`config.mk`:
```
export PLATFORM = sky130hd
export DESIGN_NAME = hazardCtrlTop
export DESIGN_NICKNAME = d
export VERILOG_FILES = /design/src/verilog/cpuPkg.sv /design/src/verilog/instrDecoder.sv /design/src/verilog/pipeCtrlRegs.sv /design/src/verilog/hazardDetectionUnit.sv /design/src/verilog/hazardCtrlTop.sv
export SDC_FILE = /design/constraint.sdc
export NUM_CORES = 1
export LEC_CHECK = 0
export BUFFER_PORTS_ARGS = -buffer_cell sky130_fd_sc_hd__buf_2
export CORE_MARGIN = 1
export CORE_UTILIZATION = 50
export CTS_BUF_LIST = sky130_fd_sc_hd__clkbuf_8
export CTS_CLUSTER_DIAMETER = 60
export DETAILED_ROUTE_END_ITERATION = 8
export PLACE_DENSITY_LB_ADDON = 0.08
export SLEW_MARGIN = 20
export SYNTH_ARGS = -nofsm -noshare
export SYNTH_HDL_FRONTEND = slang
export SYNTH_SLANG_ARGS = --single-unit
```
`constraint.sdc`:
```
create_clock -name clk -period 2.4 [get_ports clk]
set_clock_uncertainty 0.15 [all_clocks]
set_input_delay 0.12 -clock clk [delete_from_list [all_inputs] [get_ports clk]]
set_output_delay 0.12 -clock clk [all_outputs]
set_load 0.01 [all_outputs]
```
`src/verilog/cpuPkg.sv`:
```
package cpuPkg;

  localparam int regIdWidth = 4; // Sixteen architectural registers

  //////////////////////////////
  // Opcodes
  //////////////////////////////
  typedef enum logic [3:0] {
    ADD    = 4'h0,
    SUB    = 4'h1,
    XOR    = 4'h2,
    RED    = 4'h3,
    SLL    = 4'h4,
    SRA    = 4'h5,
    ROR    = 4'h6,
    PADDSB = 4'h7,
    LW     = 4'h8,
    SW     = 4'h9,
    LLB    = 4'hA,
    LHB    = 4'hB,
    B      = 4'hC,
    BR     = 4'hD,
    PCS    = 4'hE,
    HLT    = 4'hF
  } opcodeT;

  //////////////////////////////
  // Instruction word views
  //////////////////////////////
  typedef struct packed {
    opcodeT                opcode;
    logic [regIdWidth-1:0] rd;     // Dest, also LLB/LHB target
    logic [regIdWidth-1:0] rs;     // Source 1, BR base register
    logic [regIdWidth-1:0] rt;     // Source 2 or shift amount
  } rFmtT;

  typedef struct packed {
    opcodeT                opcode;
    logic [regIdWidth-1:0] rt;     // LW dest / SW data
    logic [regIdWidth-1:0] rs;     // Address base
    logic [3:0]            offset; // Word offset
  } memFmtT;

  typedef struct packed {
    opcodeT     opcode;
    logic [2:0] cond;              // Flag condition code
    logic [8:0] label;             // PC-relative target
  } brFmtT;

  // Same 16 bits, picked apart by opcode
  typedef union packed {
    rFmtT   rFmt;
    memFmtT memFmt;
    brFmtT  brFmt;
  } instrWordT;

  //////////////////////////////
  // Flag-setting sets
  //////////////////////////////
  // Z: ADD SUB XOR SLL SRA ROR
  // N and V: ADD SUB only
  // RED and PADDSB leave the flags alone
  function automatic logic setsZ(opcodeT op);
    return op inside {ADD, SUB, XOR, SLL, SRA, ROR};
  endfunction

  function automatic logic setsNv(opcodeT op);
    return op inside {ADD, SUB};
  endfunction

endpackage

```
`src/verilog/instrDecoder.sv`:
```
`timescale 1ns/1ps

module instrDecoder import cpuPkg::*; (
  input  instrWordT             instr,     // Raw decode-stage word
  output logic [regIdWidth-1:0] srcReg1,   // First read port ID
  output logic [regIdWidth-1:0] srcReg2,   // Second read port ID
  output logic [regIdWidth-1:0] dstReg,    // Write-back ID
  output logic                  regWrite,  // Writes the register file
  output logic                  memEnable, // Touches data memory
  output logic                  memWrite,  // Store
  output logic                  zEn,       // Updates Z
  output logic                  nvEn,      // Updates N and V
  output logic                  branch,    // B or BR
  output logic                  brReg,     // BR only
  output logic                  halt       // HLT
);

  opcodeT op;

  // Opcode sits in bits 15:12 in every view
  assign op = instr.rFmt.opcode;

  //////////////////////////////
  // Register IDs and controls
  //////////////////////////////
  always_comb begin
    // Everything idle unless the opcode says otherwise
    srcReg1   = '0;
    srcReg2   = '0;
    dstReg    = '0;
    regWrite  = 1'b0;
    memEnable = 1'b0;
    memWrite  = 1'b0;
    branch    = 1'b0;
    brReg     = 1'b0;
    halt      = 1'b0;

    case (op)
      ADD, SUB, XOR, RED, SLL, SRA, ROR, PADDSB: begin
        srcReg1  = instr.rFmt.rs;
        srcReg2  = instr.rFmt.rt;     // Immediate for shifts, still compared
        dstReg   = instr.rFmt.rd;
        regWrite = 1'b1;
      end
      LW: begin
        srcReg1   = instr.memFmt.rs;  // Address base
        dstReg    = instr.memFmt.rt;  // Loaded value lands here
        regWrite  = 1'b1;
        memEnable = 1'b1;
      end
      SW: begin
        srcReg1   = instr.memFmt.rs;  // Address base
        srcReg2   = instr.memFmt.rt;  // Store data, bits 11:8
        memEnable = 1'b1;
        memWrite  = 1'b1;
      end
      LLB, LHB: begin
        // Read-modify-write of one byte
        srcReg1  = instr.rFmt.rd;
        dstReg   = instr.rFmt.rd;
        regWrite = 1'b1;
      end
      B: begin
        branch = 1'b1;                // Condition only, no register read
      end
      BR: begin
        srcReg1 = instr.rFmt.rs;      // Base register holds the target
        branch  = 1'b1;
        brReg   = 1'b1;
      end
      PCS: begin
        dstReg   = instr.rFmt.rd;     // Saves PC+2
        regWrite = 1'b1;
      end
      HLT: begin
        halt = 1'b1;
      end
    endcase
  end

  //////////////////////////////
  // Flag enables
  //////////////////////////////
  assign zEn  = setsZ(op);
  assign nvEn = setsNv(op);

endmodule

```
`src/verilog/pipeCtrlRegs.sv`:
```
`timescale 1ns/1ps

module pipeCtrlRegs import cpuPkg::*; (
  input  logic                  clk,
  input  logic                  rstN,          // Sync, active low
  input  logic                  idFlush,       // Load a bubble into ID/EX
  input  logic                  regWrite,      // Decoded fields from ID
  input  logic                  memEnable,
  input  logic                  memWrite,
  input  logic                  zEn,
  input  logic                  nvEn,
  input  logic [regIdWidth-1:0] dstReg,
  output logic                  idExRegWrite,  // Fields of the EX instruction
  output logic                  idExMemEnable,
  output logic                  idExMemWrite,
  output logic                  idExZEn,
  output logic                  idExNvEn,
  output logic                  exMemRegWrite, // Fields of the MEM instruction
  output logic [regIdWidth-1:0] idExRd,
  output logic [regIdWidth-1:0] exMemRd
);

  //////////////////////////////
  // ID/EX control
  //////////////////////////////
  always_ff @(posedge clk) begin
    if (!rstN) begin
      // Bubble with nothing written and no memory or flags
      idExRegWrite  <= 1'b0;
      idExMemEnable <= 1'b0;
      idExMemWrite  <= 1'b0;
      idExZEn       <= 1'b0;
      idExNvEn      <= 1'b0;
    end else if (idFlush) begin
      // Hazard in ID sends a NOP to EX
      idExRegWrite  <= 1'b0;
      idExMemEnable <= 1'b0;
      idExMemWrite  <= 1'b0;
      idExZEn       <= 1'b0;
      idExNvEn      <= 1'b0;
    end else begin
      idExRegWrite  <= regWrite;
      idExMemEnable <= memEnable;
      idExMemWrite  <= memWrite;
      idExZEn       <= zEn;
      idExNvEn      <= nvEn;
    end
  end

  // Destination of the EX instruction
  always_ff @(posedge clk) begin
    idExRd <= dstReg;
  end

  //////////////////////////////
  // EX/MEM control
  //////////////////////////////
  // Never stalled so it always advances from ID/EX
  always_ff @(posedge clk) begin
    if (!rstN) begin
      exMemRegWrite <= 1'b0;
    end else begin
      exMemRegWrite <= idExRegWrite;
    end
  end

  always_ff @(posedge clk) begin
    exMemRd <= idExRd;                // Travels with exMemRegWrite
  end

  // A store in EX touches memory and writes no register
  assert property (@(posedge clk) disable iff (!rstN)
                   idExMemWrite |-> idExMemEnable && !idExRegWrite)
    else $error("ID/EX store fields inconsistent");

endmodule

```
`src/verilog/hazardDetectionUnit.sv`:
```
`timescale 1ns/1ps

module hazardDetectionUnit import cpuPkg::*; (
  input  logic                  clk,           // Assertions only
  input  logic                  rstN,          // Assertions only
  input  logic [regIdWidth-1:0] srcReg1,       // Rs in ID
  input  logic [regIdWidth-1:0] srcReg2,       // Rt in ID
  input  logic [regIdWidth-1:0] idExRd,        // Dest in EX
  input  logic [regIdWidth-1:0] exMemRd,       // Dest in MEM
  input  logic                  idExRegWrite,
  input  logic                  exMemRegWrite,
  input  logic                  idExMemEnable,
  input  logic                  idExMemWrite,
  input  logic                  memWrite,      // ID instruction is a store
  input  logic                  idExZEn,
  input  logic                  idExNvEn,
  input  logic                  branch,        // B or BR in ID
  input  logic                  brReg,         // BR in ID
  input  logic                  updatePc,      // Wrong path fetched
  input  logic                  halt,          // HLT in ID
  output logic                  pcStall,
  output logic                  ifIdStall,
  output logic                  idFlush,
  output logic                  ifFlush
);

  logic idExMemRead;   // LW in EX
  logic loadUseHazard;
  logic flagsBusy;     // Flag setter in EX
  logic bHazard;
  logic exBrHazard;    // EX writes the BR base
  logic memBrHazard;   // MEM writes the BR base
  logic brHazard;

  //////////////////////////////
  // Load-to-use
  //////////////////////////////
  assign idExMemRead = idExMemEnable & ~idExMemWrite;

  // Store data in Rt is covered by MEM-to-MEM forwarding
  assign loadUseHazard = idExMemRead & (idExRd != '0) &
                         ((idExRd == srcReg1) | ((idExRd == srcReg2) & ~memWrite));

  //////////////////////////////
  // Branches
  //////////////////////////////
  assign flagsBusy = idExZEn | idExNvEn;
  assign bHazard   = branch & flagsBusy; // Flags not settled yet

  assign exBrHazard  = idExRegWrite & (idExRd != '0) & (idExRd == srcReg1);
  assign memBrHazard = exMemRegWrite & (exMemRd != '0) & (exMemRd == srcReg1);

  // BR also waits for its base register to be written back
  assign brHazard = branch & brReg & (flagsBusy | exBrHazard | memBrHazard);

  //////////////////////////////
  // Stall and flush
  //////////////////////////////
  assign ifIdStall = halt | loadUseHazard | bHazard | brHazard;
  assign pcStall   = ifIdStall;                          // PC and IF/ID freeze together
  assign idFlush   = loadUseHazard | bHazard | brHazard; // Bubble into EX
  assign ifFlush   = updatePc;                           // Drop the wrong-path word

  // The bubble sent into EX clears every hazard that comes from EX
  assert property (@(posedge clk) disable iff (!rstN)
                   idFlush |=> !(loadUseHazard | bHazard | exBrHazard))
    else $error("EX hazard still present after a bubble");

  // A BR base hazard lasts two cycles at most
  assert property (@(posedge clk) disable iff (!rstN)
                   brHazard ##1 brHazard |=> !brHazard)
    else $error("BR stall longer than two cycles");

endmodule

```
`src/verilog/hazardCtrlTop.sv`:
```
`timescale 1ns/1ps

module hazardCtrlTop import cpuPkg::*; (
  input  logic      clk,
  input  logic      rstN,      // Sync, active low
  input  logic      updatePc,  // Taken branch, refetch
  input  instrWordT instr,     // Word in decode, held while stalled
  output logic      pcStall,
  output logic      ifIdStall,
  output logic      idFlush,
  output logic      ifFlush
);

  // Decode-stage fields
  logic [regIdWidth-1:0] srcReg1;
  logic [regIdWidth-1:0] srcReg2;
  logic [regIdWidth-1:0] dstReg;
  logic                  regWrite;
  logic                  memEnable;
  logic                  memWrite;
  logic                  zEn;
  logic                  nvEn;
  logic                  branch;
  logic                  brReg;
  logic                  halt;

  // EX and MEM stage fields
  logic [regIdWidth-1:0] idExRd;
  logic [regIdWidth-1:0] exMemRd;
  logic                  idExRegWrite;
  logic                  idExMemEnable;
  logic                  idExMemWrite;
  logic                  idExZEn;
  logic                  idExNvEn;
  logic                  exMemRegWrite;

  //////////////////////////////
  // Decode
  //////////////////////////////
  instrDecoder instrDecoder_inst (
    .instr(instr), .srcReg1(srcReg1), .srcReg2(srcReg2), .dstReg(dstReg),
    .regWrite(regWrite), .memEnable(memEnable), .memWrite(memWrite),
    .zEn(zEn), .nvEn(nvEn), .branch(branch), .brReg(brReg), .halt(halt)
  );

  // ID/EX and EX/MEM shadows
  pipeCtrlRegs pipeCtrlRegs_inst (
    .clk(clk), .rstN(rstN), .idFlush(idFlush),
    .regWrite(regWrite), .memEnable(memEnable), .memWrite(memWrite),
    .zEn(zEn), .nvEn(nvEn), .dstReg(dstReg),
    .idExRegWrite(idExRegWrite), .idExMemEnable(idExMemEnable),
    .idExMemWrite(idExMemWrite), .idExZEn(idExZEn), .idExNvEn(idExNvEn),
    .exMemRegWrite(exMemRegWrite), .idExRd(idExRd), .exMemRd(exMemRd)
  );

  //////////////////////////////
  // Stall and flush
  //////////////////////////////
  hazardDetectionUnit hazardDetectionUnit_inst (
    .clk(clk), .rstN(rstN), .srcReg1(srcReg1), .srcReg2(srcReg2),
    .idExRd(idExRd), .exMemRd(exMemRd), .idExRegWrite(idExRegWrite),
    .exMemRegWrite(exMemRegWrite), .idExMemEnable(idExMemEnable),
    .idExMemWrite(idExMemWrite), .memWrite(memWrite), .idExZEn(idExZEn),
    .idExNvEn(idExNvEn), .branch(branch), .brReg(brReg), .updatePc(updatePc),
    .halt(halt), .pcStall(pcStall), .ifIdStall(ifIdStall), .idFlush(idFlush),
    .ifFlush(ifFlush)
  );

endmodule

```
==> results.md, run 1 <==
- Final hold violations: 0
- Total GRT Usage: 24.2%
- Reg-to-reg setup timing slack: 0.42 ns
- Syn_nets: 89
- Max Fclk: 0.450 GHz
- Leak Pwr: 0.376 nW
- Reg power frac: 45.3%
- Max Cap Viol: 0
- Htree depth: 1
- Clk sinks: 14
- N_diodes: 0
- CTS tree: yes
- Initial Util: 56.9%
- Gpl congestion: 0.805
- Synth Instances: 70
- Seq. cell area: 280 um2
- Post-Syn Area: 667 um2
- Crit. End Element: output port
- I/O pin cnt: 23
- Die Footprint: 1480 um2
- Postcts setup bufs: 0
- Worst setup SP type: primary input
- # DRC: 0
- Status: completed
- Row Count: 12
- Root Buffer: clkbuf_8
- Period utilisation layout: 92.7%
- Fin area: 871 um2
- Share of layout cells above drive strength 1: 26.0%
- Die H: ~39 um
- Slew Limit Headroom: about two thirds
- HP Class: in -> reg
- Setup TNS: 0 ns
- Core area: 1170 um2
- Post-DP HPWL: roughly 1.1 mm
- Drt wl/cell: about 14 um
- RSZ-0062 raised after global routing: false
- Unique masters post-synth: 28
- Synthesis-to-finish area growth: 30.6%
- Flop and latch count out of synthesis: 14
- Post-synth EDFFs: 0
- Part of the power in combinational logic: between 10% and 20%
- Worst Path Required: around 2.1 ns
- Antenna viol nets, final: 0
- Seq/Total Area, Yosys: 42.0%
- Final setup vio count: 0
- P_sw: 0.000134 W
- Initial antenna violation count: 0
- Most frequent cells in the layout: buf_2, dfxtp_1, xnor2_1
- WL final: 1.49 mm
- GRT overflow: 0
- Slew @ Worst Pin: 0.474 ns
- YS warnings: 0
- CTS Hold Bufs: 5
- Post-layout net count: 116
- Pwr Density: ~660 nW/um2
- Number of port buffers: 20
- Most common library cell in the layout ignoring fill and taps: buf_2
- Placed Area: 766 um2
- Synth Area per Inst: 9.53 um2
- CTS max path bufs: 2
- # fillers: 89
- Ys flop type: dfxtp_1
- Ys async rst share: 0%
- TritonCTS Buffers: 3
- Worst Setup Path Type: in -> out
- Footprint of the multi-input gates: 364 um2
- First-pass GRT wire length: approximately 2.5 mm
- Clock Power Share: 39.2%
- DRT iter0 DRCs: 12
- Sw frac: 23.4%
- CTS resizes: 0
- Worst-path maximum fanout: 4
- Final Max Slew Viols: 0
- Int Pwr: about 0.00044 W
- DRT Pass-1 Iters: 4
- Chip width: 38.5 um
- Vias in the first global route: 553
- CP arrival: 1.95 ns
- Via Count: between 600 and 700
- Skew-Pair Late Insertion Delay: 0.24 ns
- Clock-pin slew on the worst setup and hold paths: 0.06 ns
- Largest net degree at the start of global routing: 14
- Post-route minimum period: 2.22 ns
- Drt via density: 5.52
- Peak VDD IR: slightly below 0.5 mV
==> cells in the mapped netlist (2+ instances only) <==
library cell / n / area share, %
xor2_1: 3 / 3.9
and2_1: 6 / 5.6
buf_4: 2 / 2.3
dfxtp_1: 14 / 42
a21oi_1: 3 / 2.3
nor2_1: 3 / 1.7
nand4_1: 4 / 3.8
xnor2_1: 8 / 11
and3_1: 3 / 2.8
nand2_1: 3 / 1.7
a32oi_1: 4 / 5.3
==> area by class of cell <==
type | instances | share of cell area, %
timing repair buffer | 25 | 17.2
multi-input combinational | 52 | 41.8
clock buffer | 4 | 6.32
tap | 14 | 2.01
inverter | 1 | 0.431
sequential | 14 | 32.2
==> flip-flops by register name (all words and copies together), names as in the netlist <==
| signal | cells |
|---|---|
| pipeCtrlRegs_inst.idExNvEn | 1 |
| pipeCtrlRegs_inst.exMemRd | 4 |
| pipeCtrlRegs_inst.idExRd | 4 |
| pipeCtrlRegs_inst.idExMemWrite | 1 |
| pipeCtrlRegs_inst.idExMemEnable | 1 |
| pipeCtrlRegs_inst.idExRegWrite | 1 |
| pipeCtrlRegs_inst.idExZEn | 1 |
| pipeCtrlRegs_inst.exMemRegWrite | 1 |
==> power groups by stage <==
stage / Combinational (W) / Sequential, W / Clock (W)
finish: 0.0000888 / 0.000259 / 0.000224
global route: 0.0000982 / 0.000261 / 0.000238
CTS: 0.0000877 / 0.000259 / 0.000227
detailed placement: 0.0000808 / 0.000264 / 0
floorplan: 0.0000559 / 0.000261 / 0
global placement: 0.0000793 / 0.000264 / 0
==> path summary, 6_finish.rpt <==
check	endpoint	start	depth (start not counted)
worst min-delay path	pipeCtrlRegs_inst.idExNvEn	instr[15]	2
worst max register to register	pipeCtrlRegs_inst.idExMemWrite	pipeCtrlRegs_inst.idExRd[0]	6
worst max-delay path	ifIdStall	instr[9]	8
worst min register to register	pipeCtrlRegs_inst.exMemRd[2]	pipeCtrlRegs_inst.idExRd[2]	0
==> metal layers <==
metal	vias to the layer above	track usage (%)	part of all wire, %
li1	307	-	-
met1	275	34.3	50
met2	25	38.3	45
met3	0	3.49	5.2
met4	0	6.03	0
met5	-	0	0
==> logic make-up after synthesis <==
kind of cell           Yosys count  share of synthesized area (%)
buffers and inverters            4                           3.38
XOR/XNOR                        11                           14.4
AO/OA/AOI/OAI                   15                           16.7
AND/OR/NAND/NOR                 26                           23.5
flip-flops                      14                           42.0
==> through the flow <==
step / cells / utilization [%] / total power, W / worst slack (ns) / hold slack (ns)
2_1_floorplan: 70 / - / 0.000317 / 0.678 / 0.0917
3_3_place_gp: 101 / 65.4 / 0.000343 / 0.354 / 0.0901
3_5_place_dp: 101 / 65.4 / 0.000345 / 0.356 / 0.0901
4_1_cts: 110 / 74.4 / 0.000574 / 0.186 / 0.0359
5_1_grt: 110 / 74.4 / 0.000597 / 0.0457 / 0.0669
6_report: 110 / 74.4 / 0.000572 / 0.176 / 0.0494
==> worst max-delay path: stages <==
cell and delay, ns:
dlygate4sd3_1 0.53, buf_2 0.13, a32oi_1 0.31, xnor2_1 0.12
nor4_2 0.33, a21oi_1 0.17, nand3_1 0.11, buf_2 0.13
(Power assumes the default switching activity.)
==> run 2: changes to the inputs <==
- CORE_UTILIZATION: 50 -> 45
- CTS_CLUSTER_DIAMETER: 60 -> 100
- clock period: 2.4 -> 1.9 ns (I/O delays scaled with it)
==> results.md, run 2 (same netlist as run 1, synthesis figures left out) <==
- Status: finished, violations left
- Failing checks: setup timing
- CP arrival: 1.72 ns
- HP Class: in -> out
- Post-DP HPWL: 1.21 mm
- Core area: about 1300 um2
- RSZ-0062 raised after global routing: true
- Critical path's largest stage delay: 0.39 ns
- Chip width: about 40 um
- N_diodes: 0
- Worst Setup Path Type: in -> out
- Met3 wire len: 87 um
- Post-Place Worst Slack: -0.0324 ns
- Gpl congestion: 0.824
- CTS tree: yes
- Slowest cell on crit path: nor4_2
- Initial Util: about 50%
- Biggest regs: pipeCtrlRegs_inst.exMemRd x4, pipeCtrlRegs_inst.idExRd x4
- Max Fclk: 0.510 GHz
- Leak Pwr: 0.442 nW
- Most frequent CP cell: buf_2
- Slew @ Worst Pin: 0.420 ns
- Placed Instances: ~110
- Clk sinks: 14
- Number of port buffers: 20
- TritonCTS Buffers: 3
- Worst setup SP type: primary input
- Final hold violations: 0
- Slew Limit Headroom: around 72%
- Peak VDD IR: approximately 0.39 mV
- First-pass GRT wire length: ~2.5 mm
- Setup TNS: -0.151 ns
- Skew-Pair Late Insertion Delay: about 0.24 ns
- # DRC: 0
- Htree depth: 1
- Root Buffer: clkbuf_8
- WL met2: 731 um
- WL final: 1.64 mm
- Most frequent cells in the layout: buf_2, dfxtp_1, buf_4
- GRT overflow: 0
- Vias in the first global route: 607
- Drt via density: around 5.4
- I/O pin cnt: 23
- DRT iter0 DRCs: 18
- Die Footprint: approximately 1600 um2
- Crit. End Element: output port
- Initial antenna violation count: 0
- Worst Path Required: 1.65 ns
- DRT Pass-1 Iters: 4
- Placed Area: 850 um2
- Bufs and invs on worst path: 2
- Antenna viol nets, final: 0
- Top Metal Used: met4
- Max Cap Viol: 0
- Most common library cell in the layout ignoring fill and taps: buf_2
- Crit-path leading delay family: simple AND/OR/NAND/NOR gates
- Synthesis-to-finish area growth: 50.7%
- Reg-to-reg setup timing slack: 0.11 ns
- Slack of the critical path: -0.0608 ns
- Final setup vio count: 3
- Via Count: 667
- Largest net degree at the start of global routing: 11
- # fillers: 101
- Share of layout cells above drive strength 1: 40.7%
- Post-layout net count: 128
- CP cell instances: buf_2 > nand3b_1 > a32oi_1 > xnor2_1 > nor4_2 > a21oi_2 > nand3_1 > buf_2
- Finished Layout Cells: 123
- Metal-1 WL: 787 um
- Total GRT Usage: 23.1%
- Die H: 40.5 um
- Post-route minimum period: 1.96 ns
- Period utilisation layout: 103%
- Drt wl/cell: 13.3 um
- Pwr Density: ~760 nW/um2
- Final Max Slew Viols: 0
- Fin area: around 1000 um2
- CTS max path bufs: 2
- Row Count: 13
- Worst-path maximum fanout: 4
run 2: stage by stage:
step | power (W) | hold WS [ns] | utilization, %
3_3_place_gp | 0.000457 | 0.0401 | 63.7
5_1_grt | 0.000796 | 0.0400 | 75.3
6_report | 0.000765 | 0.0400 | 75.3
2_1_floorplan | 0.000400 | 0.0667 | -
3_5_place_dp | 0.000459 | 0.0401 | 63.7
4_1_cts | 0.000756 | 0.0401 | 73.5
run 2: per-layer routing:
metal  track usage [%]  vias up
li1                  -      337
met4              12.5        0
met1              30.1      296
met5                 0        -
met3              3.33        5
met2              36.1       29
run 2: timing repair:
action	in CTS	in global routing
pin swaps	2	1
gates resized for setup	5	4
buffers inserted	1	0
setup endpoints to repair	6	6
endpoints found under the hold margin	7	0
hold buffers	5	0
gates cloned	0	0
run 2: worst paths after layout:
check	startpoint	end	cells past startpoint
hold reg to reg	pipeCtrlRegs_inst.idExRegWrite	pipeCtrlRegs_inst.exMemRegWrite	1
hold / removal	updatePc	ifFlush	0
setup reg to reg	pipeCtrlRegs_inst.idExRd[3]	pipeCtrlRegs_inst.idExNvEn	7
setup / recovery	instr[12]	pcStall	8
run 2: cell type report:
| type | instances | area, um2 | share of cell area (%) |
|---|---|---|---|
| Inverter | 1 | 3.75 | 0.374 |
| Timing Repair Buffer | 37 | 240 | 23.9 |
| Sequential cell | 14 | 283 | 28.1 |
| Multi-Input combinational cell | 52 | 404 | 40.2 |
| Tap cell | 15 | 18.8 | 1.87 |
| Clock buffer | 4 | 55.1 | 5.48 |
run 2: power by group:
part	switching [W]	internal [W]
Sequential	0.0000131	0.000313
Clock	0.000104	0.000183
Combinational	0.0000697	0.0000812
Total	0.000187	0.000578
